## src/source/rv_isa_pkg.sv

```systemverilog
// RV32I instruction set definitions: major opcodes, exception causes and instruction formats
package rv_isa_pkg;

  // major opcode map, instruction bits 6:2
  typedef enum logic [4:0] {
    OPC_LOAD,      OPC_LOADFP,    OPC_CUSTOM0,   OPC_MISCMEM,
    OPC_OPIMM,     OPC_AUIPC,     OPC_OPIMM32,   OPC_48B0,
    OPC_STORE,     OPC_STOREFP,   OPC_CUSTOM1,   OPC_AMO,
    OPC_OP,        OPC_LUI,       OPC_OP32,      OPC_64B,
    OPC_MADD,      OPC_MSUB,      OPC_NMSUB,     OPC_NMADD,
    OPC_OPFP,      OPC_RESERVED0, OPC_CUSTOM2,   OPC_48B1,
    OPC_BRANCH,    OPC_JALR,      OPC_RESERVED1, OPC_JAL,
    OPC_SYSTEM,    OPC_RESERVED2, OPC_CUSTOM3,   OPC_80B
  } opc_e;

  // cause reported with an errored reorder-buffer entry
  typedef enum logic [1:0] {
    ERR_IALIGN   = 2'd0,
    ERR_IFAULT   = 2'd1,
    ERR_IILLEGAL = 2'd2
  } ecause_e;

  typedef struct packed {
    logic [6:0] funct7;
    logic [4:0] rs2;
    logic [4:0] rs1;
    logic [2:0] funct3;
    logic [4:0] rd;
    logic [6:0] opcode;
  } fmt_r_t;

  typedef struct packed {
    logic [11:0] imm11_0;
    logic [4:0]  rs1;
    logic [2:0]  funct3;
    logic [4:0]  rd;
    logic [6:0]  opcode;
  } fmt_i_t;

  typedef struct packed {
    logic [6:0] imm11_5;
    logic [4:0] rs2;
    logic [4:0] rs1;
    logic [2:0] funct3;
    logic [4:0] imm4_0;
    logic [6:0] opcode;
  } fmt_s_t;

  typedef struct packed {
    logic       imm12;
    logic [5:0] imm10_5;
    logic [4:0] rs2;
    logic [4:0] rs1;
    logic [2:0] funct3;
    logic [3:0] imm4_1;
    logic       imm11;
    logic [6:0] opcode;
  } fmt_b_t;

  typedef struct packed {
    logic [19:0] imm31_12;
    logic [4:0]  rd;
    logic [6:0]  opcode;
  } fmt_u_t;

  typedef struct packed {
    logic       imm20;
    logic [9:0] imm10_1;
    logic       imm11;
    logic [7:0] imm19_12;
    logic [4:0] rd;
    logic [6:0] opcode;
  } fmt_j_t;

  // one instruction word seen through each format
  typedef union packed {
    fmt_r_t r;
    fmt_i_t i;
    fmt_s_t s;
    fmt_b_t b;
    fmt_u_t u;
    fmt_j_t j;
  } insn_u;

endpackage

```

## src/source/decode_pkg.sv

```systemverilog
// pipeline packets exchanged by the decode stage with fetch, the reorder buffer and rename
package decode_pkg;

  // widest reorder-buffer id, actual depth comes from ROB_DEPTH
  localparam int ROB_ID_W = 7;

  typedef struct packed {
    logic              error;
    logic [31:1]       addr;
    rv_isa_pkg::insn_u insn;
    logic [15:0]       bptag;
    logic              bptaken;
  } fetch_pkt_t;

  // retop is {branch, csr, jalr, store, funct3}
  typedef struct packed {
    logic                error;
    rv_isa_pkg::ecause_e ecause;
    logic [6:0]          retop;
    logic [5:0]          rd;
    logic [31:2]         addr;
    logic                forward;
    logic [31:2]         target;
    logic [15:0]         bptag;
    logic                bptaken;
  } rob_entry_t;

  typedef struct packed {
    logic [4:0]          rsop;
    logic [ROB_ID_W-1:0] robid;
    logic                uses_rs1;
    logic                uses_rs2;
    logic                uses_imm;
    logic                uses_memory;
    logic                uses_pc;
    logic                csr_access;
    logic                inhibit;
    logic [4:0]          rs1;
    logic [4:0]          rs2;
    logic [5:0]          rd;
    logic [31:0]         imm;
  } rename_uop_t;

endpackage

```

## src/source/decode_ctrl_regs.sv

```systemverilog
// decode configuration registers: custom extension enables and an illegal instruction counter
module decode_ctrl_regs #(
  parameter int CNT_W = 8
) (
  input  logic        clk,
  input  logic        rst_i,
  input  logic        cfg_we_i,
  input  logic [1:0]  cfg_addr_i,
  input  logic [31:0] cfg_wdata_i,
  output logic [31:0] cfg_rdata_o,
  input  logic        illegal_i,
  output logic        ext_lbcmp_en_o,
  output logic        ext_alu_en_o
);

  // bit 0 lbcmp, bit 1 alu extension
  logic [1:0]       en_q;
  logic [CNT_W-1:0] cnt_q;

  always_ff @(posedge clk) begin
    if (rst_i) begin
      en_q  <= 2'b11;
      cnt_q <= '0;
    end else begin
      if (cfg_we_i && cfg_addr_i == 2'd0) begin
        en_q <= cfg_wdata_i[1:0];
      end
      // any write clears, otherwise count and saturate
      if (cfg_we_i && cfg_addr_i == 2'd1) begin
        cnt_q <= '0;
      end else if (illegal_i && cnt_q != '1) begin
        cnt_q <= cnt_q + 1'b1;
      end
    end
  end

  always_comb begin
    case (cfg_addr_i)
      2'd0:    cfg_rdata_o = {30'd0, en_q};
      2'd1:    cfg_rdata_o = 32'(cnt_q);
      default: cfg_rdata_o = '0;
    endcase
  end

  assign ext_lbcmp_en_o = en_q[0];
  assign ext_alu_en_o   = en_q[1];

endmodule

```

## src/source/decode_stage.sv

```systemverilog
// decode stage top level: decoder, reorder-buffer id allocator and configuration registers
module decode_stage #(
  parameter int ROB_DEPTH = 8,
  parameter int CNT_W     = 8
) (
  input  logic                    clk,
  input  logic                    rst_i,
  input  logic                    fetch_valid_i,
  input  decode_pkg::fetch_pkt_t  fetch_pkt_i,
  input  logic                    rename_stall_i,
  input  logic                    rob_flush_i,
  input  logic                    retire_i,
  input  logic                    cfg_we_i,
  input  logic [1:0]              cfg_addr_i,
  input  logic [31:0]             cfg_wdata_i,
  output logic [31:0]             cfg_rdata_o,
  output logic                    decode_stall_o,
  output logic                    rob_valid_o,
  output decode_pkg::rob_entry_t  rob_entry_o,
  output logic                    rename_valid_o,
  output decode_pkg::rename_uop_t rename_uop_o
);

  logic                            rob_full;
  logic [decode_pkg::ROB_ID_W-1:0] robid;
  logic                            alloc;
  logic                            illegal_seen;
  logic                            ext_lbcmp_en;
  logic                            ext_alu_en;

  insn_decoder i_insn_decoder (
    .clk            (clk),
    .rst_i          (rst_i),
    .fetch_valid_i  (fetch_valid_i),
    .fetch_pkt_i    (fetch_pkt_i),
    .rename_stall_i (rename_stall_i),
    .rob_flush_i    (rob_flush_i),
    .rob_full_i     (rob_full),
    .robid_i        (robid),
    .ext_lbcmp_en_i (ext_lbcmp_en),
    .ext_alu_en_i   (ext_alu_en),
    .decode_stall_o (decode_stall_o),
    .rob_valid_o    (rob_valid_o),
    .rob_entry_o    (rob_entry_o),
    .rename_valid_o (rename_valid_o),
    .rename_uop_o   (rename_uop_o),
    .alloc_o        (alloc),
    .illegal_o      (illegal_seen)
  );

  rob_id_allocator #(
    .ROB_DEPTH (ROB_DEPTH)
  ) i_rob_id_allocator (
    .clk        (clk),
    .rst_i      (rst_i),
    .alloc_i    (alloc),
    .retire_i   (retire_i),
    .flush_i    (rob_flush_i),
    .robid_o    (robid),
    .rob_full_o (rob_full)
  );

  decode_ctrl_regs #(
    .CNT_W (CNT_W)
  ) i_decode_ctrl_regs (
    .clk            (clk),
    .rst_i          (rst_i),
    .cfg_we_i       (cfg_we_i),
    .cfg_addr_i     (cfg_addr_i),
    .cfg_wdata_i    (cfg_wdata_i),
    .cfg_rdata_o    (cfg_rdata_o),
    .illegal_i      (illegal_seen),
    .ext_lbcmp_en_o (ext_lbcmp_en),
    .ext_alu_en_o   (ext_alu_en)
  );

endmodule

```

## src/source/insn_decoder.sv

```systemverilog
// decode register and combinational decode of one RV32I word into a rob entry and a rename uop
module insn_decoder (
  input  logic                            clk,
  input  logic                            rst_i,
  input  logic                            fetch_valid_i,
  input  decode_pkg::fetch_pkt_t          fetch_pkt_i,
  input  logic                            rename_stall_i,
  input  logic                            rob_flush_i,
  input  logic                            rob_full_i,
  input  logic [decode_pkg::ROB_ID_W-1:0] robid_i,
  input  logic                            ext_lbcmp_en_i,
  input  logic                            ext_alu_en_i,
  output logic                            decode_stall_o,
  output logic                            rob_valid_o,
  output decode_pkg::rob_entry_t          rob_entry_o,
  output logic                            rename_valid_o,
  output decode_pkg::rename_uop_t         rename_uop_o,
  output logic                            alloc_o,
  output logic                            illegal_o
);

  typedef struct packed {
    logic r;
    logic i;
    logic s;
    logic b;
    logic u;
    logic j;
  } fmt_t;

  logic                   valid_q;
  decode_pkg::fetch_pkt_t pkt_q;
  rv_isa_pkg::insn_u      insn;
  rv_isa_pkg::opc_e       opc;
  fmt_t                   fmt;
  logic                   fmt_inv;
  logic [31:0]            imm;
  logic [4:0]             rsop;
  logic [2:0]             funct3;
  logic [4:0]             rs1;
  logic                   insn_load;
  logic                   insn_jalr;
  logic                   insn_auipc;
  logic                   insn_csr;
  logic                   insn_lbcmp;
  logic                   insn_aluext;
  logic                   insn_complex;
  logic                   altop;
  logic [2:0]             brop;
  logic [2:0]             csrop;
  logic                   uses_rd;
  logic                   uses_memory;
  logic                   entry_err;
  logic [31:0]            target;

  always_ff @(posedge clk) begin
    if (rst_i | rob_flush_i) begin
      valid_q <= 1'b0;
    end else if (!decode_stall_o) begin
      valid_q <= fetch_valid_i;
    end
    if (!decode_stall_o && fetch_valid_i) begin
      pkt_q <= fetch_pkt_i;
    end
  end

  assign insn   = pkt_q.insn;
  assign opc    = rv_isa_pkg::opc_e'(insn.r.opcode[6:2]);
  assign funct3 = insn.r.funct3;
  assign rs1    = insn.r.rs1;

  // format decoder, custom groups only when enabled
  always_comb begin
    fmt = '0;
    fmt_inv = 1'b0;
    if (insn.r.opcode[1:0] != 2'b11) begin
      fmt_inv = 1'b1;
    end else begin
      case (opc)
        rv_isa_pkg::OPC_OP: fmt.r = 1'b1;
        rv_isa_pkg::OPC_OPIMM, rv_isa_pkg::OPC_LOAD, rv_isa_pkg::OPC_JALR,
        rv_isa_pkg::OPC_MISCMEM, rv_isa_pkg::OPC_SYSTEM: fmt.i = 1'b1;
        rv_isa_pkg::OPC_LUI, rv_isa_pkg::OPC_AUIPC: fmt.u = 1'b1;
        rv_isa_pkg::OPC_STORE: fmt.s = 1'b1;
        rv_isa_pkg::OPC_BRANCH: fmt.b = 1'b1;
        rv_isa_pkg::OPC_JAL: fmt.j = 1'b1;
        rv_isa_pkg::OPC_CUSTOM0: begin
          fmt.r = ext_lbcmp_en_i;
          fmt_inv = ~ext_lbcmp_en_i;
        end
        rv_isa_pkg::OPC_CUSTOM1: begin
          fmt.r = ext_alu_en_i;
          fmt_inv = ~ext_alu_en_i;
        end
        // fp, amo, rv64, other custom and reserved
        default: fmt_inv = 1'b1;
      endcase
    end
  end

  // sign-extended immediate
  always_comb begin
    case (1'b1)
      fmt.i: imm = {{20{insn.i.imm11_0[11]}}, insn.i.imm11_0};
      fmt.s: imm = {{20{insn.s.imm11_5[6]}}, insn.s.imm11_5, insn.s.imm4_0};
      fmt.b: imm = {{19{insn.b.imm12}}, insn.b.imm12, insn.b.imm11,
                    insn.b.imm10_5, insn.b.imm4_1, 1'b0};
      fmt.u: imm = {insn.u.imm31_12, 12'b0};
      fmt.j: imm = {{11{insn.j.imm20}}, insn.j.imm20, insn.j.imm19_12,
                    insn.j.imm11, insn.j.imm10_1, 1'b0};
      default: imm = '0;
    endcase
  end

  assign insn_load    = (opc == rv_isa_pkg::OPC_LOAD);
  assign insn_jalr    = (opc == rv_isa_pkg::OPC_JALR);
  assign insn_auipc   = (opc == rv_isa_pkg::OPC_AUIPC);
  assign insn_csr     = (opc == rv_isa_pkg::OPC_SYSTEM) & (funct3[1:0] != 2'b00);
  assign insn_lbcmp   = (opc == rv_isa_pkg::OPC_CUSTOM0) & (funct3[1:0] == 2'b11);
  assign insn_aluext  = (opc == rv_isa_pkg::OPC_CUSTOM1);
  assign insn_complex = fmt.r & insn.r.funct7[0];
  // srai/srli share funct3 101, bit 30 selects arithmetic
  assign altop        = (fmt.r | (funct3 == 3'b101)) & insn.r.funct7[5];
  assign brop         = {~|funct3[2:1], funct3[2:1]};
  assign csrop        = (funct3[1] & (rs1 == 5'd0)) ? 3'b000 : funct3;
  assign uses_rd      = (fmt.r | fmt.i | fmt.u | fmt.j) & (insn.r.rd != 5'd0);
  assign uses_memory  = insn_load | fmt.s | insn_lbcmp;

  always_comb begin
    if (uses_memory) begin
      rsop = {1'b0, fmt.s, funct3};
    end else if (fmt.j | insn_jalr | fmt.u) begin
      rsop = 5'b00000;
    end else if (fmt.b) begin
      rsop = {2'b01, brop};
    end else if (insn_csr) begin
      rsop = {2'b00, csrop};
    end else begin
      rsop = {insn_complex | insn_aluext, insn_complex | altop, funct3};
    end
  end

  // fall-through for jalr and predicted-taken branches
  assign target = {pkt_q.addr[31:2], 2'b00} +
                  (((fmt.b & pkt_q.bptaken) | insn_jalr) ? 32'd4 : imm);

  assign entry_err      = pkt_q.error | fmt_inv;
  assign decode_stall_o = rob_full_i | rename_stall_i;
  assign rob_valid_o    = valid_q & ~decode_stall_o;
  assign rename_valid_o = rob_valid_o & ~entry_err;
  assign alloc_o        = rob_valid_o;
  assign illegal_o      = rob_valid_o & ~pkt_q.error & fmt_inv;

  always_comb begin
    rob_entry_o.error   = entry_err;
    rob_entry_o.ecause  = pkt_q.error ?
                          (pkt_q.addr[1] ? rv_isa_pkg::ERR_IALIGN : rv_isa_pkg::ERR_IFAULT) :
                          rv_isa_pkg::ERR_IILLEGAL;
    rob_entry_o.retop   = {fmt.b, insn_csr, insn_jalr, fmt.s, funct3};
    rob_entry_o.rd      = {~uses_rd, insn.r.rd};
    rob_entry_o.addr    = pkt_q.addr[31:2];
    rob_entry_o.forward = insn_jalr;
    rob_entry_o.target  = target[31:2];
    rob_entry_o.bptag   = pkt_q.bptag;
    rob_entry_o.bptaken = pkt_q.bptaken;
  end

  always_comb begin
    rename_uop_o.rsop        = rsop;
    rename_uop_o.robid       = robid_i;
    rename_uop_o.uses_rs1    = fmt.r | (fmt.i & (~insn_csr | ~funct3[2])) | fmt.s | fmt.b;
    rename_uop_o.uses_rs2    = fmt.r | fmt.s | fmt.b;
    rename_uop_o.uses_imm    = ~fmt.r & ~fmt.b;
    rename_uop_o.uses_memory = uses_memory;
    rename_uop_o.uses_pc     = fmt.j | insn_auipc;
    rename_uop_o.csr_access  = insn_csr;
    rename_uop_o.inhibit     = insn_jalr;
    rename_uop_o.rs1         = rs1;
    rename_uop_o.rs2         = insn.r.rs2;
    rename_uop_o.rd          = {~uses_rd, insn.r.rd};
    // jal writes the link, rename adds 4 to the pc
    rename_uop_o.imm         = fmt.j ? 32'd4 : imm;
  end

  // fetch keeps its packet while decode stalls
  fetch_hold_a: assert property (
    @(posedge clk) disable iff (rst_i || rob_flush_i)
    (fetch_valid_i && decode_stall_o) |=> (fetch_valid_i && $stable(fetch_pkt_i)));

  // a held instruction keeps the id it will take
  held_robid_a: assert property (
    @(posedge clk) disable iff (rst_i || rob_flush_i)
    (valid_q && decode_stall_o) |=> $stable(robid_i));

endmodule

```

## src/source/rob_id_allocator.sv

```systemverilog
// hands out reorder-buffer ids in order and tracks how many entries are in flight
module rob_id_allocator #(
  parameter int ROB_DEPTH = 8
) (
  input  logic                            clk,
  input  logic                            rst_i,
  input  logic                            alloc_i,
  input  logic                            retire_i,
  input  logic                            flush_i,
  output logic [decode_pkg::ROB_ID_W-1:0] robid_o,
  output logic                            rob_full_o
);

  localparam int ID_W  = decode_pkg::ROB_ID_W;
  localparam int OCC_W = $clog2(ROB_DEPTH + 1);
  localparam logic [ID_W-1:0]  LAST_ID = ID_W'(ROB_DEPTH - 1);
  localparam logic [OCC_W-1:0] DEPTH   = OCC_W'(ROB_DEPTH);

  logic [ID_W-1:0]  id_q;
  logic [OCC_W-1:0] occ_q;

  // flush takes priority over alloc and retire
  always_ff @(posedge clk) begin
    if (rst_i | flush_i) begin
      id_q  <= '0;
      occ_q <= '0;
    end else begin
      if (alloc_i) begin
        id_q <= (id_q == LAST_ID) ? '0 : id_q + 1'b1;
      end
      case ({alloc_i, retire_i})
        2'b10:   occ_q <= occ_q + 1'b1;
        2'b01:   occ_q <= occ_q - 1'b1;
        default: occ_q <= occ_q;
      endcase
    end
  end

  assign robid_o    = id_q;
  assign rob_full_o = (occ_q == DEPTH);

  occ_bound_a: assert property (@(posedge clk) disable iff (rst_i) occ_q <= DEPTH);

  // rob only retires what decode allocated
  no_underflow_a: assert property (
    @(posedge clk) disable iff (rst_i || flush_i) retire_i |-> (occ_q != '0));

endmodule

```

## config.mk

```make
export PLATFORM = sky130hd
export DESIGN_NAME = decode_stage
export DESIGN_NICKNAME = d
export VERILOG_FILES = /design/src/source/rv_isa_pkg.sv /design/src/source/decode_pkg.sv /design/src/source/decode_ctrl_regs.sv /design/src/source/decode_stage.sv /design/src/source/insn_decoder.sv /design/src/source/rob_id_allocator.sv
export SDC_FILE = /design/constraint.sdc
export NUM_CORES = 1
export LEC_CHECK = 0
export BUFFER_PORTS_ARGS = -buffer_cell sky130_fd_sc_hd__buf_2
export CAP_MARGIN = 20
export CORE_AREA = 2 2 125 127
export DETAILED_ROUTE_END_ITERATION = 6
export DIE_AREA = 0 0 127 129
export PLACE_DENSITY = 0.83
export SYNTH_ARGS = -nofsm -noshare
export SYNTH_HDL_FRONTEND = slang
export SYNTH_HIERARCHICAL = 1
export SYNTH_SLANG_ARGS = --single-unit
```

## constraint.sdc

```tcl
create_clock -name clk -period 7.4 [get_ports clk]
set_input_delay 0.37 -clock clk [delete_from_list [all_inputs] [get_ports clk]]
set_output_delay 0.37 -clock clk [all_outputs]
set_load 0.005 [all_outputs]
```

==> impl_summary.md, run 1 <==
Setup path
At the worst endpoint, the arrival time is 5200 ps. The required time at the worst-slack endpoint is 7030 ps. The type of the setup path with the least slack is reg -> out. In this run the worst path has a maximum fanout of 15.

STA classifies the critical path endpoint as an output pin. The worst setup path is launched from a flip-flop.

Cells and area
Counting the fill cells in the layout gives 1,375. In the layout the commonest cells are sky130_fd_sc_hd__buf_2 (263), sky130_fd_sc_hd__edfxtp_1 (81), sky130_fd_sc_hd__nand2_1 (67). Relative to the synthesized area, the layout overhead comes to 13.9%.

The final layout net count is approximately 1,100. Once layout is done, the placed cells without fillers occupy between 8000 and 9000 sq um. The post-route netlist has 35.0% of its cells at a drive strength greater than 1.

Leaving out fill and tap cells, the most frequent cell in the layout is sky130_fd_sc_hd__buf_2. The final instance count without filler cells is 1,108.

Place
After detailed placement, the design holds a cell count of 1,090. The final weighted congestion in routability-driven placement is 0.959. In this run the cell area measured after placement is 7890 sq um. After legalization and detailed placement, the total HPWL measured 15,900 um. Before CTS, the worst setup slack after placement is 2230 ps. The number of I/O port buffers is around 260.

Logic synthesis
Yosys mapped the design onto 85 distinct sky130hd cell types. After Yosys synthesis, full adders, half adders and majority gates account for between 6 and 7% of the synthesized area. Multiplexer cells account for 0.971% of the synthesized area.

Counting flops and latches in the post-synthesis netlist gives 103. The fraction of the yosys area taken by sequential cells is 39.8%. The post-synthesis async set-or-reset flop share is 0%.

The most common flop cell mapped by yosys is sky130_fd_sc_hd__edfxtp_1. The number of cells produced by synthesis is roughly 750. The number of enable-type register cells in the synthesized netlist is 81. After Yosys synthesis, XOR and XNOR cells account for 4.25% of the synthesized area. The synthesized netlist devotes ~16% of its cell area to compound gates.

A synthesized cell averages 9.66 sq um. The summed instance area of the synthesized netlist is 7220 sq um. After synthesis, the largest family of logic cells by area is simple AND/OR/NAND/NOR gates.

The area share of and/or/nand/nor cells after synthesis is 17.8%. Yosys printed 6 warnings.

STA
The total negative slack is 0 ps. Setup slack on the critical path of the routed design comes to 1830 ps. The clock period minus worst slack is 5570 ps. The maximum clock frequency is 180 MHz. The number of setup violations in the final report is 0. The final worst-path cycle share is 75.2%.

Setup repair after global routing left no endpoint under its margin. Across the routed clock network, the largest skew measured is around 9.4 ps. The actual transition at the worst max-transition pin is 1060 ps. The count of final max-slew check failures came to 0. The final hold violation count is 0. The tightest slew margin relative to the limit is 28.7%.

Clock tree
The root buffer selected by CTS is sky130_fd_sc_hd__clkbuf_16. CTS saw around 100 sinks. The post-CTS resize count is 0. In this run, CTS created clock tree buffers numbering 9.

The source-to-sink clock delay at the later pin of the worst-skew pair is 360 ps. The depth of the CTS H-tree is 3. The clock slew seen by the registers of the worst setup and hold paths is 80 ps.

The clock passes through at most 2 buffers. After clock tree synthesis, the flow added hold-fix buffers numbering 0. The number of setup buffers added after CTS is 0. The CTS tree is yes.

Pwr
The worst supply voltage drop on vdd is roughly 0.17 mV. The leakage dissipation is between 3 and 4 nW. For this design the ratio of total power to cell area is between 150 and 200 nW/um^2.

Global route
The global-route wire length before repair is 29,900 um. The number of antenna violations at the first check in global routing came to 1. Global routing used between 20% and 30% of the available tracks. The number of global-route vias before repair came to ~5,700. The total grt overflow is 0.

The largest net degree at the start of global routing is 83.

Floorplan
The initial core utilization is 48.2%. The floorplan step set the die height to about 130 um. After floorplanning, the core was divided into 45 placement rows. Pin placement for this block handled 318 I/O pins. Measured along the x axis, the die boundary spans 127 um.

The area inside the core boundary is about 15,000 sq um. The die covers 16,400 sq um.

Route
The routed length per placed instance is around 18 um. The number of detailed-route iterations in the first pass is 5. The via count normalized by instance count is 5.47.

The total wire length after detailed routing is 20,200 um. After the first detailed-routing iteration, the DRC count stood at 363. For this run, design rule violations remaining after detail routing come to 0.

The number of antenna-violating nets in the routed design is 0. Detailed routing inserted a total of 6,059 vias.

Flow run
Max-cap violations in this run came to 0.

Worst hold path
The worst hold path class is in -> reg.

Status
The run finished with clean final reports.
[final cells by class]
type | count | area (sq um) | area share [%]
well taps | 188 | 235 | 2.86
inverters | 15 | 56.3 | 0.685
repair buffers | 268 | 1370 | 16.7
multi-input cells | 517 | 3380 | 41.1
clock buffers | 11 | 255 | 3.11
clock inverters | 5 | 43.8 | 0.533
flip-flops and latches | 103 | 2870 | 35.0
diodes | 1 | 2.50 | 0.0304
[routing by layer]
| metal | GRT usage (%) | part of all wire, % | vias to the layer above |
|---|---|---|---|
| met2 | 41.1 | 50 | 273 |
| li1 | - | - | 2892 |
| met1 | 27.9 | 39 | 2853 |
| met4 | 8.34 | 2.7 | 0 |
| met3 | 7.44 | 8.1 | 41 |
| met5 | 0 | 0 | - |
[flip-flops by register name, summed over array words and instances (netlist names)]
signal	count
i_insn_decoder/valid_q	1
i_insn_decoder/pkt_q	2
i_rob_id_allocator/occ_q	4
i_insn_decoder/rob_entry_o	47
i_decode_ctrl_regs/cnt_q	8
i_decode_ctrl_regs/en_q	2
i_insn_decoder/insn	32
i_rob_id_allocator/robid_o	7
[Yosys cell counts, types with 3 or more instances]
cell type / instances / area share (%)
sky130_fd_sc_hd__nand4_1: 10 / 0.87
sky130_fd_sc_hd__nor2b_1: 12 / 1.0
sky130_fd_sc_hd__a211o_1: 4 / 0.49
sky130_fd_sc_hd__a31oi_1: 10 / 0.87
sky130_fd_sc_hd__and3_1: 6 / 0.52
sky130_fd_sc_hd__nand3_1: 8 / 0.55
sky130_fd_sc_hd__and3_2: 3 / 0.31
sky130_fd_sc_hd__a21oi_2: 3 / 0.36
sky130_fd_sc_hd__nor2_1: 51 / 2.7
sky130_fd_sc_hd__clkbuf_1: 6 / 0.31
sky130_fd_sc_hd__nand2b_1: 7 / 0.61
sky130_fd_sc_hd__edfxtp_1: 81 / 34
sky130_fd_sc_hd__inv_1: 14 / 0.73
sky130_fd_sc_hd__nor4b_1: 4 / 0.49
sky130_fd_sc_hd__nand3b_1: 5 / 0.52
sky130_fd_sc_hd__buf_4: 110 / 11
sky130_fd_sc_hd__o21ai_0: 25 / 1.7
sky130_fd_sc_hd__xor2_1: 14 / 1.7
sky130_fd_sc_hd__mux2i_1: 7 / 0.97
sky130_fd_sc_hd__o21a_1: 3 / 0.31
sky130_fd_sc_hd__a21oi_1: 64 / 4.4
sky130_fd_sc_hd__buf_6: 4 / 0.62
sky130_fd_sc_hd__a21o_1: 14 / 1.5
sky130_fd_sc_hd__a211oi_1: 9 / 0.94
sky130_fd_sc_hd__dfxtp_1: 22 / 6.1
sky130_fd_sc_hd__o21ai_1: 3 / 0.21
sky130_fd_sc_hd__a22o_1: 3 / 0.36
sky130_fd_sc_hd__and4_1: 3 / 0.36
sky130_fd_sc_hd__nand2_1: 67 / 3.5
sky130_fd_sc_hd__or2_2: 4 / 0.35
sky130_fd_sc_hd__nor3_1: 10 / 0.69
sky130_fd_sc_hd__and2_1: 25 / 2.2
sky130_fd_sc_hd__a22oi_1: 4 / 0.42
sky130_fd_sc_hd__a21o_2: 3 / 0.36
sky130_fd_sc_hd__ha_1: 34 / 5.9
sky130_fd_sc_hd__xnor2_1: 21 / 2.5
sky130_fd_sc_hd__buf_2: 13 / 0.90
[per-stage QoR]
| step | utilization [%] | hold slack, ps | power [mW] |
|---|---|---|---|
| global placement | 52.7 | 454 | 0.861 |
| CTS | 54.7 | 170 | 1.35 |
| finish | 54.9 | 186 | 1.34 |
| floorplan | - | 440 | 0.813 |
| detailed placement | 52.7 | 481 | 0.867 |
| global route | 54.9 | 160 | 1.40 |
[cells by family after synthesis]
| logic type | count (synthesis) |
|---|---|
| xor+xnor | 35 |
| compound gates | 176 |
| fa+ha+maj | 36 |
| buf+inv | 150 |
| simple gates | 239 |
| other cells | 1 |
| flops | 103 |
| mux | 7 |
[final timing paths]
path	to	slack, ps	cells past startpoint	startpoint
setup reg to reg	i_rob_id_allocator/occ_q[2]	4840	11	i_rob_id_allocator/occ_q[1]
hold / removal	i_insn_decoder/insn[5]	190	1	fetch_pkt_i[22]
hold reg to reg	i_rob_id_allocator/occ_q[3]	490	2	i_rob_id_allocator/occ_q[3]
setup / recovery	rob_entry_o[45]	1830	18	i_insn_decoder/insn[3]
[worst max-delay path, stage by stage (launching register included)]
cell and delay (ps):
sky130_fd_sc_hd__edfxtp_1 570, sky130_fd_sc_hd__nor2_1 340, sky130_fd_sc_hd__nand2_1 150, sky130_fd_sc_hd__nor3_4 390, sky130_fd_sc_hd__nand2_2 170, sky130_fd_sc_hd__inv_2 170
sky130_fd_sc_hd__a21o_1 460, sky130_fd_sc_hd__buf_4 270, sky130_fd_sc_hd__nor2_1 120, sky130_fd_sc_hd__and2_1 180, sky130_fd_sc_hd__ha_1 380, sky130_fd_sc_hd__a21oi_2 180
sky130_fd_sc_hd__a21oi_1 80, sky130_fd_sc_hd__a211oi_1 340, sky130_fd_sc_hd__o211ai_2 210, sky130_fd_sc_hd__a21bo_2 270, sky130_fd_sc_hd__and4_1 210, sky130_fd_sc_hd__nor4_2 210
sky130_fd_sc_hd__buf_2 160
[report_power, final]
group	switching (mW)	leakage (nW)	internal, mW	total (mW)
Clock	0.224	0.151	0.256	0.480
Sequential	0.0225	0.937	0.651	0.674
Combinational	0.0989	2.77	0.0841	0.183
Power figures use the tool's default switching activity.
==> run 2: changes to the inputs <==
- CORE_AREA: 2 2 125 127 -> not set
- CORE_MARGIN: not set -> 1
- CORE_UTILIZATION: not set -> 49
- DIE_AREA: 0 0 127 129 -> not set
- PLACE_DENSITY: 0.83 -> 0.84
- clock period: 7.4 -> 5.8 ns (I/O delays scaled with it)
==> run 2 against run 1 <==
Net effect: wire length shrank 2.2%; flip-flop and latch count unchanged; cell count is 0.54% lower; die area down 7.1%; highest routed layer unchanged; critical endpoint is now rob_entry_o[44].
==> impl_summary.md, run 2 (synthesized netlist as in run 1, its figures left out) <==
Clock tree
The number of clock sinks was 103 (unchanged). The clock slew seen by the registers of the worst setup and hold paths was 80 ps (about the same). The depth of the CTS H-tree is 3 (unchanged). The count of hold-fix buffers inserted at cts came to 0 (unchanged).

The post-CTS resize count came to 0 (unchanged). The source-to-sink clock delay at the later pin of the worst-skew pair is 350 ps (about the same). The clock tree buffer depth came to 2 (unchanged).

The CTS buffer count came to 9 (unchanged). The CTS tree is yes. The post-CTS setup buffer count was 0 (unchanged).

The root buffer selected by CTS is sky130_fd_sc_hd__clkbuf_16.

Setup path
The type of the setup path with the least slack is reg -> out. The endpoint arrival time on the critical path is 4940 ps (-260 ps). The category of the worst setup path launch point is a flip-flop. The required time at the worst-slack endpoint is 5510 ps (-1520 ps). The startpoint identified for the worst register-to-register timing path is i_rob_id_allocator/occ_q[1].

The element type at the critical path end is an output pin. The worst-path maximum fanout is 25 (+10). The worst reg-to-reg path cell count came to 11 (unchanged). The most critical setup path has its startpoint at i_insn_decoder/insn[6].

Cells and area
The leading cell type in the layout, fill and taps excluded is sky130_fd_sc_hd__buf_2. The final layout net count is 1,073 (+0.19%). In the layout the commonest cells are sky130_fd_sc_hd__buf_2 (263), sky130_fd_sc_hd__edfxtp_1 (81), sky130_fd_sc_hd__nand2_1 (67).

The cell area after layout is 8200 sq um (-0.29%). The final instance count without filler cells came to 1,102 (-0.54%). The number of flip-flops under the largest register name is 47 (unchanged). The fraction of layout instances using a drive strength above 1 was 35.2% (+0.14 points). The area growth from synthesis to layout is 13.6%.

The final design utilization is 58.1% (+3.3 points).

STA
The actual transition at the worst max-transition pin is 1030 ps (-28.7 ps). The total negative slack came to 0 ps (unchanged). For this run, the top clock speed supported by timing is 191 MHz. The number of setup violations in the final report is 0 (unchanged). The clock skew is 10.8 ps (+1.38 ps). The post-layout worst setup margin was 571 ps (-1260 ps). The worst hold margin came to 107 ps (-79.4 ps). The final hold violation count is 0 (unchanged). The clock period minus worst slack is 5230 ps.

Dividing the final minimum period by the clock period gives 90.2%. Setup repair after global routing left no endpoint under its margin. The tightest slew margin relative to the limit was 31.3% (+2.7 points). The count of final max-slew check failures was 0 (unchanged).

Route
The total number of vias is 6,110 (+0.84%). The DRC marker count from the first detailed-route iteration is 424 (+17%). The total wire length after detailed routing is 19,700 um (-2.2%). The final routed DRC violation total was 0 (unchanged). The number of detailed-route iterations in the first pass was 5 (unchanged). The via count normalized by instance count is 5.54 (+1.4%). The routed length per placed instance came to 17.9 um (-1.7%). The number of antenna-violating nets in the routed design came to 0 (unchanged).

Place
The total half-perimeter wirelength after legalization and detailed placement is 15,400 um (-2.9%). The post-place instance area is 7900 sq um (+0.16%). The number of I/O port buffers is 263 (unchanged).

The final weighted congestion in routability-driven placement was 0.926 (-3.4%). The number of cells in the design after placement is 1,085 (-0.46%). The worst setup slack after placement came to 958 ps (-1270 ps).

Pwr
The worst supply voltage drop on vdd is 0.163 mV (-4.1%). The share of total power in combinational logic was 13.6% (about the same). The cell area power density is 207 nW/um^2 (+27%). The internal power contribution is 1.25 mW (+26%). The clock network power share is 35.7% (-0.2 points). The total power consumption of the routed design is 1.70 mW (+27%). The leakage dissipation is 3.86 nW (about the same). The switching share of total power was 26.2% (+0.30 points). The relative contribution of sequential cells to total power is 50.8% (+0.4 points). The net switching power is 0.443 mW (+28%).

Global route
The total routing usage reported by global routing is 25.3% (+1.6 points). The largest net degree at the start of global routing came to 80 (-3.6%). The number of global-route vias before repair is 5,395 (-5.5%).

The total grt overflow is 0 (unchanged). The number of antenna violations at the first check in global routing is 1 (unchanged). The global-route wire length before repair is 28,600 um (-4.3%).

Worst hold path
The worst hold path begins at fetch_pkt_i[67]. The instance count along the most critical hold path is 1 (unchanged). The tightest min-delay check is of the in -> reg type.

Floorplan
The height of the chip came to 123 um (-4.4%). The initial core utilization came to 51.2% (+3.0 points). The number of top-level design ports is 318 (unchanged). The number of cell rows is 43 (-4.4%). The area of the die is 15,200 sq um (-7.1%). The area inside the core boundary was 14,100 sq um (-5.9%).

The overall die width is 123 um (-2.9%).

Flow run
The max-capacitance violation count is 0 (unchanged).

Status
The run finished with clean final reports.
## run 2: power by group through the flow
stage               clock network, mW  logic, mW  registers [mW]
floorplan                           0      0.175           0.863
global placement                    0      0.223           0.877
detailed placement                  0      0.229           0.877
CTS                             0.618      0.230           0.860
global route                    0.647      0.255           0.864
finish                          0.605      0.230           0.860
## run 2: worst paths after layout
check,slack [ps],endpoint
setup reg to reg,3150,i_rob_id_allocator/occ_q[2]
setup / recovery,570,rob_entry_o[44]
hold reg to reg,480,i_rob_id_allocator/occ_q[3]
hold / removal,110,i_insn_decoder/rob_entry_o[65]
## run 2: worst max-delay path, stage by stage, from the launching register on
cell and delay [ps]:
sky130_fd_sc_hd__edfxtp_1 670, sky130_fd_sc_hd__inv_1 130, sky130_fd_sc_hd__maj3_1 360, sky130_fd_sc_hd__o32a_1 190
sky130_fd_sc_hd__nor2_2 460, sky130_fd_sc_hd__nand2_2 440, sky130_fd_sc_hd__a21oi_1 340, sky130_fd_sc_hd__ha_1 370
sky130_fd_sc_hd__and3_4 230, sky130_fd_sc_hd__and3_4 190, sky130_fd_sc_hd__a31o_1 200, sky130_fd_sc_hd__a31oi_1 230
sky130_fd_sc_hd__a211oi_1 100, sky130_fd_sc_hd__or3_1 370, sky130_fd_sc_hd__xor2_1 150, sky130_fd_sc_hd__buf_2 140
## run 2: layer usage
metal	track usage, %	wire [um]	vias up
li1	-	-	2903
met1	31.1	7910	2828
met2	42.6	9480	336
met3	5.86	1790	43
met4	9.94	533	0
met5	0	0	-
## run 2: layout make-up
cell class | count | area, sq um
flip-flops and latches | 103 | 2870
fillers | 1278 | 5900
inverters | 15 | 56.3
multi-input cells | 517 | 3380
repair buffers | 270 | 1370
clock buffers | 11 | 244
clock inverters | 5 | 46.3
diodes | 1 | 2.50
well taps | 180 | 225
==> run 3: changes to the inputs <==
- ABC_AREA: not set -> 1
==> run 3 against run 2 <==
Net effect: the flow now finishes with violations (DRC); combinational power is 8.7% higher; largest cell class unchanged; cell count is 19% higher; register-to-register slack better by 70 ps; fmax is 11% higher; sequential share of layout area is 1.1 points lower; wire length is 8.0% higher; largest power group unchanged; global-route usage is 1.4 points higher; critical path type unchanged; clock power is 1% lower; first-iteration DRC count is 13% higher.
==> impl_summary.md, run 3 <==
Logic synthesis
The summed instance area of the synthesized netlist is 7440 sq um (+3.2%). The commonest cells after synthesis are sky130_fd_sc_hd__nand2_1 (170), sky130_fd_sc_hd__buf_4 (117), sky130_fd_sc_hd__nor2_1 (109). Yosys attributes the largest share of cell area to sky130_fd_sc_hd__edfxtp_1 (33%), sky130_fd_sc_hd__buf_4 (12%), sky130_fd_sc_hd__nand2_1 (8.6%).

The fraction of the yosys area taken by sequential cells was 38.6% (-1.2 points). For this run, the leading register cell type out of synthesis is sky130_fd_sc_hd__edfxtp_1. The post-synthesis async set-or-reset flop share is 0% (unchanged). The number of synthesis warnings is 6 (unchanged). The flip-flop and latch count after synthesis was 103 (unchanged). The average size of a mapped cell is 7.90 sq um (-18%).

The count of cell types in the netlist came to 46 (-46%). The number of cells produced by synthesis was 942 (+26%). sky130_fd_sc_hd__edfxtp_1 takes more of the synthesized area than any other cell. The most frequently used cell type in the post-synthesis netlist is sky130_fd_sc_hd__nand2_1. The number of enable-type register cells in the synthesized netlist was 81 (unchanged). The area fraction of the dominant cell type after synthesis is 32.7% (-1.0 points).

Clock tree
The number of clock sinks is 103 (unchanged). The clock tree buffer depth is 2 (unchanged). CTS placed an instance of sky130_fd_sc_hd__clkbuf_16 at the clock tree root. The post-CTS resize count is 0 (unchanged).

The clock slew seen by the registers of the worst setup and hold paths is 80 ps (about the same). The depth of the CTS H-tree was 3 (unchanged). The post-CTS setup buffer count is 0 (unchanged). The CTS buffer count is 9 (unchanged).

The count of hold-fix buffers inserted at cts is 0 (unchanged). The source-to-sink clock delay at the later pin of the worst-skew pair came to 360 ps (about the same). TritonCTS built the clock tree.

Cells and area
The leading cell type in the layout, fill and taps excluded is sky130_fd_sc_hd__buf_2. The cell area after layout is 8470 sq um (+3.4%). The library cells used most frequently in the layout, excluding fill and tap cells, are sky130_fd_sc_hd__buf_2 (263), sky130_fd_sc_hd__nand2_1 (170), sky130_fd_sc_hd__nor2_1 (107). The number of flip-flops under the largest register name is 47 (unchanged). The fraction of layout instances using a drive strength above 1 is 28.1% (-7.1 points). The area growth from synthesis to layout is 13.8%. The final layout net count came to 1,274 (+19%). The number of inserted diodes is 0 (-1).

STA
The clock skew is 10.1 ps (-0.712 ps). The number of setup violations in the final report is 0 (unchanged). The clock period minus worst slack is 4710 ps (-518 ps). The post-layout worst setup margin is 1090 ps (+518 ps). The final hold violation count is 0 (unchanged).

The total negative slack is 0 ps (unchanged). The final worst-path cycle share is 81.2% (-8.9 points). The tightest slew margin relative to the limit is 49.6% (+18 points). The count of final max-slew check failures is 0 (unchanged).

The actual transition at the worst max-transition pin was 755 ps (-275 ps). The maximum clock frequency is 212 MHz (+11%). Setup repair after global routing left no endpoint under its margin.

Worst hold path
The instance count along the most critical hold path is 1 (unchanged). The launch instance of the worst min-delay path is fetch_pkt_i[56]. The worst hold path class is in -> reg.

Route
The total number of vias was 6,908 (+13%). The DRC marker count from the first detailed-route iteration is 477 (+13%). The total wire length after detailed routing is 21,300 um (+8.0%). The routed length per placed instance came to 16.3 um (-8.9%). The number of antenna-violating nets in the routed design came to 0 (unchanged). The final routed DRC violation total is 18 (+18). The via count normalized by instance count is 5.29 (-4.6%). The number of detailed-route iterations in the first pass is 7 (+2).

Floorplan
The area inside the core boundary came to 14,700 sq um (+4.3%). The number of top-level design ports is 318 (unchanged). The number of cell rows is 44 (+2.3%). The initial core utilization was 50.6% (-0.54 points). The area of the die is 15,700 sq um (+3.1%). The height of the chip is 125 um (+1.5%). The overall die width is 125 um (+1.5%).

Global route
The most crowded layer after global routing is met2. The global-route track usage on met2 came to 47.6% (+4.9 points). The number of global-route vias before repair is 6,468 (+20%). The largest net degree at the start of global routing is 59 (-26%). The global-route wire length before repair is 32,500 um (+14%).

The number of antenna violations at the first check in global routing is 1 (unchanged). The total routing usage reported by global routing is 26.7% (+1.4 points). The met1 track utilization from global routing is 31.0% (-0.057 points). The global routing met3 resource utilization was 7.27% (+1.4 points). The total grt overflow was 0 (unchanged).

Setup path
Tracing the worst setup path back leads to its startpoint at i_insn_decoder/insn[3]. The type of the setup path with the least slack is reg -> out. STA classifies the critical path startpoint as a flip-flop. The worst reg-to-reg path cell count is 14 (+3).

The required time at the worst-slack endpoint is 5510 ps (about the same). The worst setup path is captured at an output pin. The startpoint identified for the worst register-to-register timing path is i_insn_decoder/insn[6]. The worst-path maximum fanout is 18 (-28%). The endpoint arrival time on the critical path is 4420 ps (-520 ps).

Place
The final weighted congestion in routability-driven placement is 0.965 (+4.2%). The worst setup slack after placement came to 1540 ps (+584 ps). The total half-perimeter wirelength after legalization and detailed placement is 17,300 um (+12%). The number of I/O port buffers was 263 (unchanged). The post-place instance area was 8180 sq um (+3.5%).

Status
The flow ran to the end, but the final reports show violations. The final reports fail on DRC.

Flow run
The max-capacitance violation count is 0 (unchanged).

Pwr
The worst supply voltage drop on vdd is 0.141 mV (-14%). The leakage dissipation is 4.24 nW (+9.8%). The cell area power density is 201 nW/um^2 (-2.9%).
==> run 3: changes by cell type after synthesis, moves of 9 or more <==
cell	change
sky130_fd_sc_hd__a211oi_1	-9
sky130_fd_sc_hd__a21o_1	-12
sky130_fd_sc_hd__a21oi_1	+35
sky130_fd_sc_hd__a31oi_1	-10
sky130_fd_sc_hd__and2_1	-25
sky130_fd_sc_hd__buf_2	-11
sky130_fd_sc_hd__inv_1	+78
sky130_fd_sc_hd__nand2_1	+103
sky130_fd_sc_hd__nand3_1	+46
sky130_fd_sc_hd__nor2_1	+58
sky130_fd_sc_hd__nor2b_1	-12
sky130_fd_sc_hd__nor3_1	+9
sky130_fd_sc_hd__o21ai_0	+18
sky130_fd_sc_hd__xnor2_1	-12
==> run 3: path summary, 6_finish.rpt <==
kind                                    endpoint  slack [ps]
setup / recovery                 rob_entry_o[34]        1090
hold / removal    i_insn_decoder/rob_entry_o[54]         100
setup reg to reg     i_decode_ctrl_regs/cnt_q[4]        3220
hold reg to reg    i_rob_id_allocator/robid_o[6]         520
==> run 3: worst max-delay path, stage by stage, from the launching register on <==
cell and delay, ps:
sky130_fd_sc_hd__edfxtp_1 480, sky130_fd_sc_hd__nor2_4 200, sky130_fd_sc_hd__inv_1 110, sky130_fd_sc_hd__nor3_4 250
sky130_fd_sc_hd__nand2_1 240, sky130_fd_sc_hd__o21ai_2 500, sky130_fd_sc_hd__buf_4 340, sky130_fd_sc_hd__a21oi_1 70
sky130_fd_sc_hd__ha_1 450, sky130_fd_sc_hd__nand2_1 130, sky130_fd_sc_hd__nor2_1 150, sky130_fd_sc_hd__inv_1 80
sky130_fd_sc_hd__nor3_1 280, sky130_fd_sc_hd__nand3_1 100, sky130_fd_sc_hd__o21ai_0 280, sky130_fd_sc_hd__xor2_1 240
sky130_fd_sc_hd__buf_2 150
==> run 3: logic make-up after synthesis <==
group	count (synthesis)	share of synthesized area (%)
AO/OA/AOI/OAI	165	12.0
XOR/XNOR	28	3.29
adder cells (fa/ha/maj)	35	5.98
buffers and inverters	226	17.6
flip-flops	103	38.6
other	1	0.0504
AND/OR/NAND/NOR	384	22.4
==> run 3: layout make-up <==
| class | count | area (sq um) |
|---|---|---|
| multi-input combinational | 636 | 3360 |
| fill | 1389 | 6230 |
| clock buffer | 10 | 229 |
| clock inverter | 6 | 61.3 |
| inverter | 101 | 379 |
| sequential | 103 | 2870 |
| tap | 184 | 230 |
| timing repair buffer | 266 | 1340 |
==> run 3: report_power, final <==
group / internal [mW] / total, mW / switching [mW] / leakage [nW]
Combinational: 0.102 / 0.250 / 0.148 / 3.16
Clock: 0.302 / 0.596 / 0.294 / 0.138
Sequential: 0.831 / 0.856 / 0.0243 / 0.936
==> run 3: layer usage <==
metal | vias up | part of all wire (%)
li1 | 3350 | -
met1 | 3204 | 39
met2 | 323 | 50
met3 | 31 | 8.6
met4 | 0 | 2.1
met5 | - | 0
==> run 3: through the flow <==
step / cells / power [mW] / utilization [%] / hold WS [ps]
6_report: 1306 / 1.70 / 57.6 / 98.3
3_5_place_dp: 1290 / 1.12 / 55.7 / 468
5_1_grt: 1306 / 1.77 / 57.6 / 86.2
3_3_place_gp: 1290 / 1.11 / 55.7 / 466
4_1_cts: 1306 / 1.71 / 57.6 / 86.9
2_1_floorplan: 965 / 1.04 / - / 367
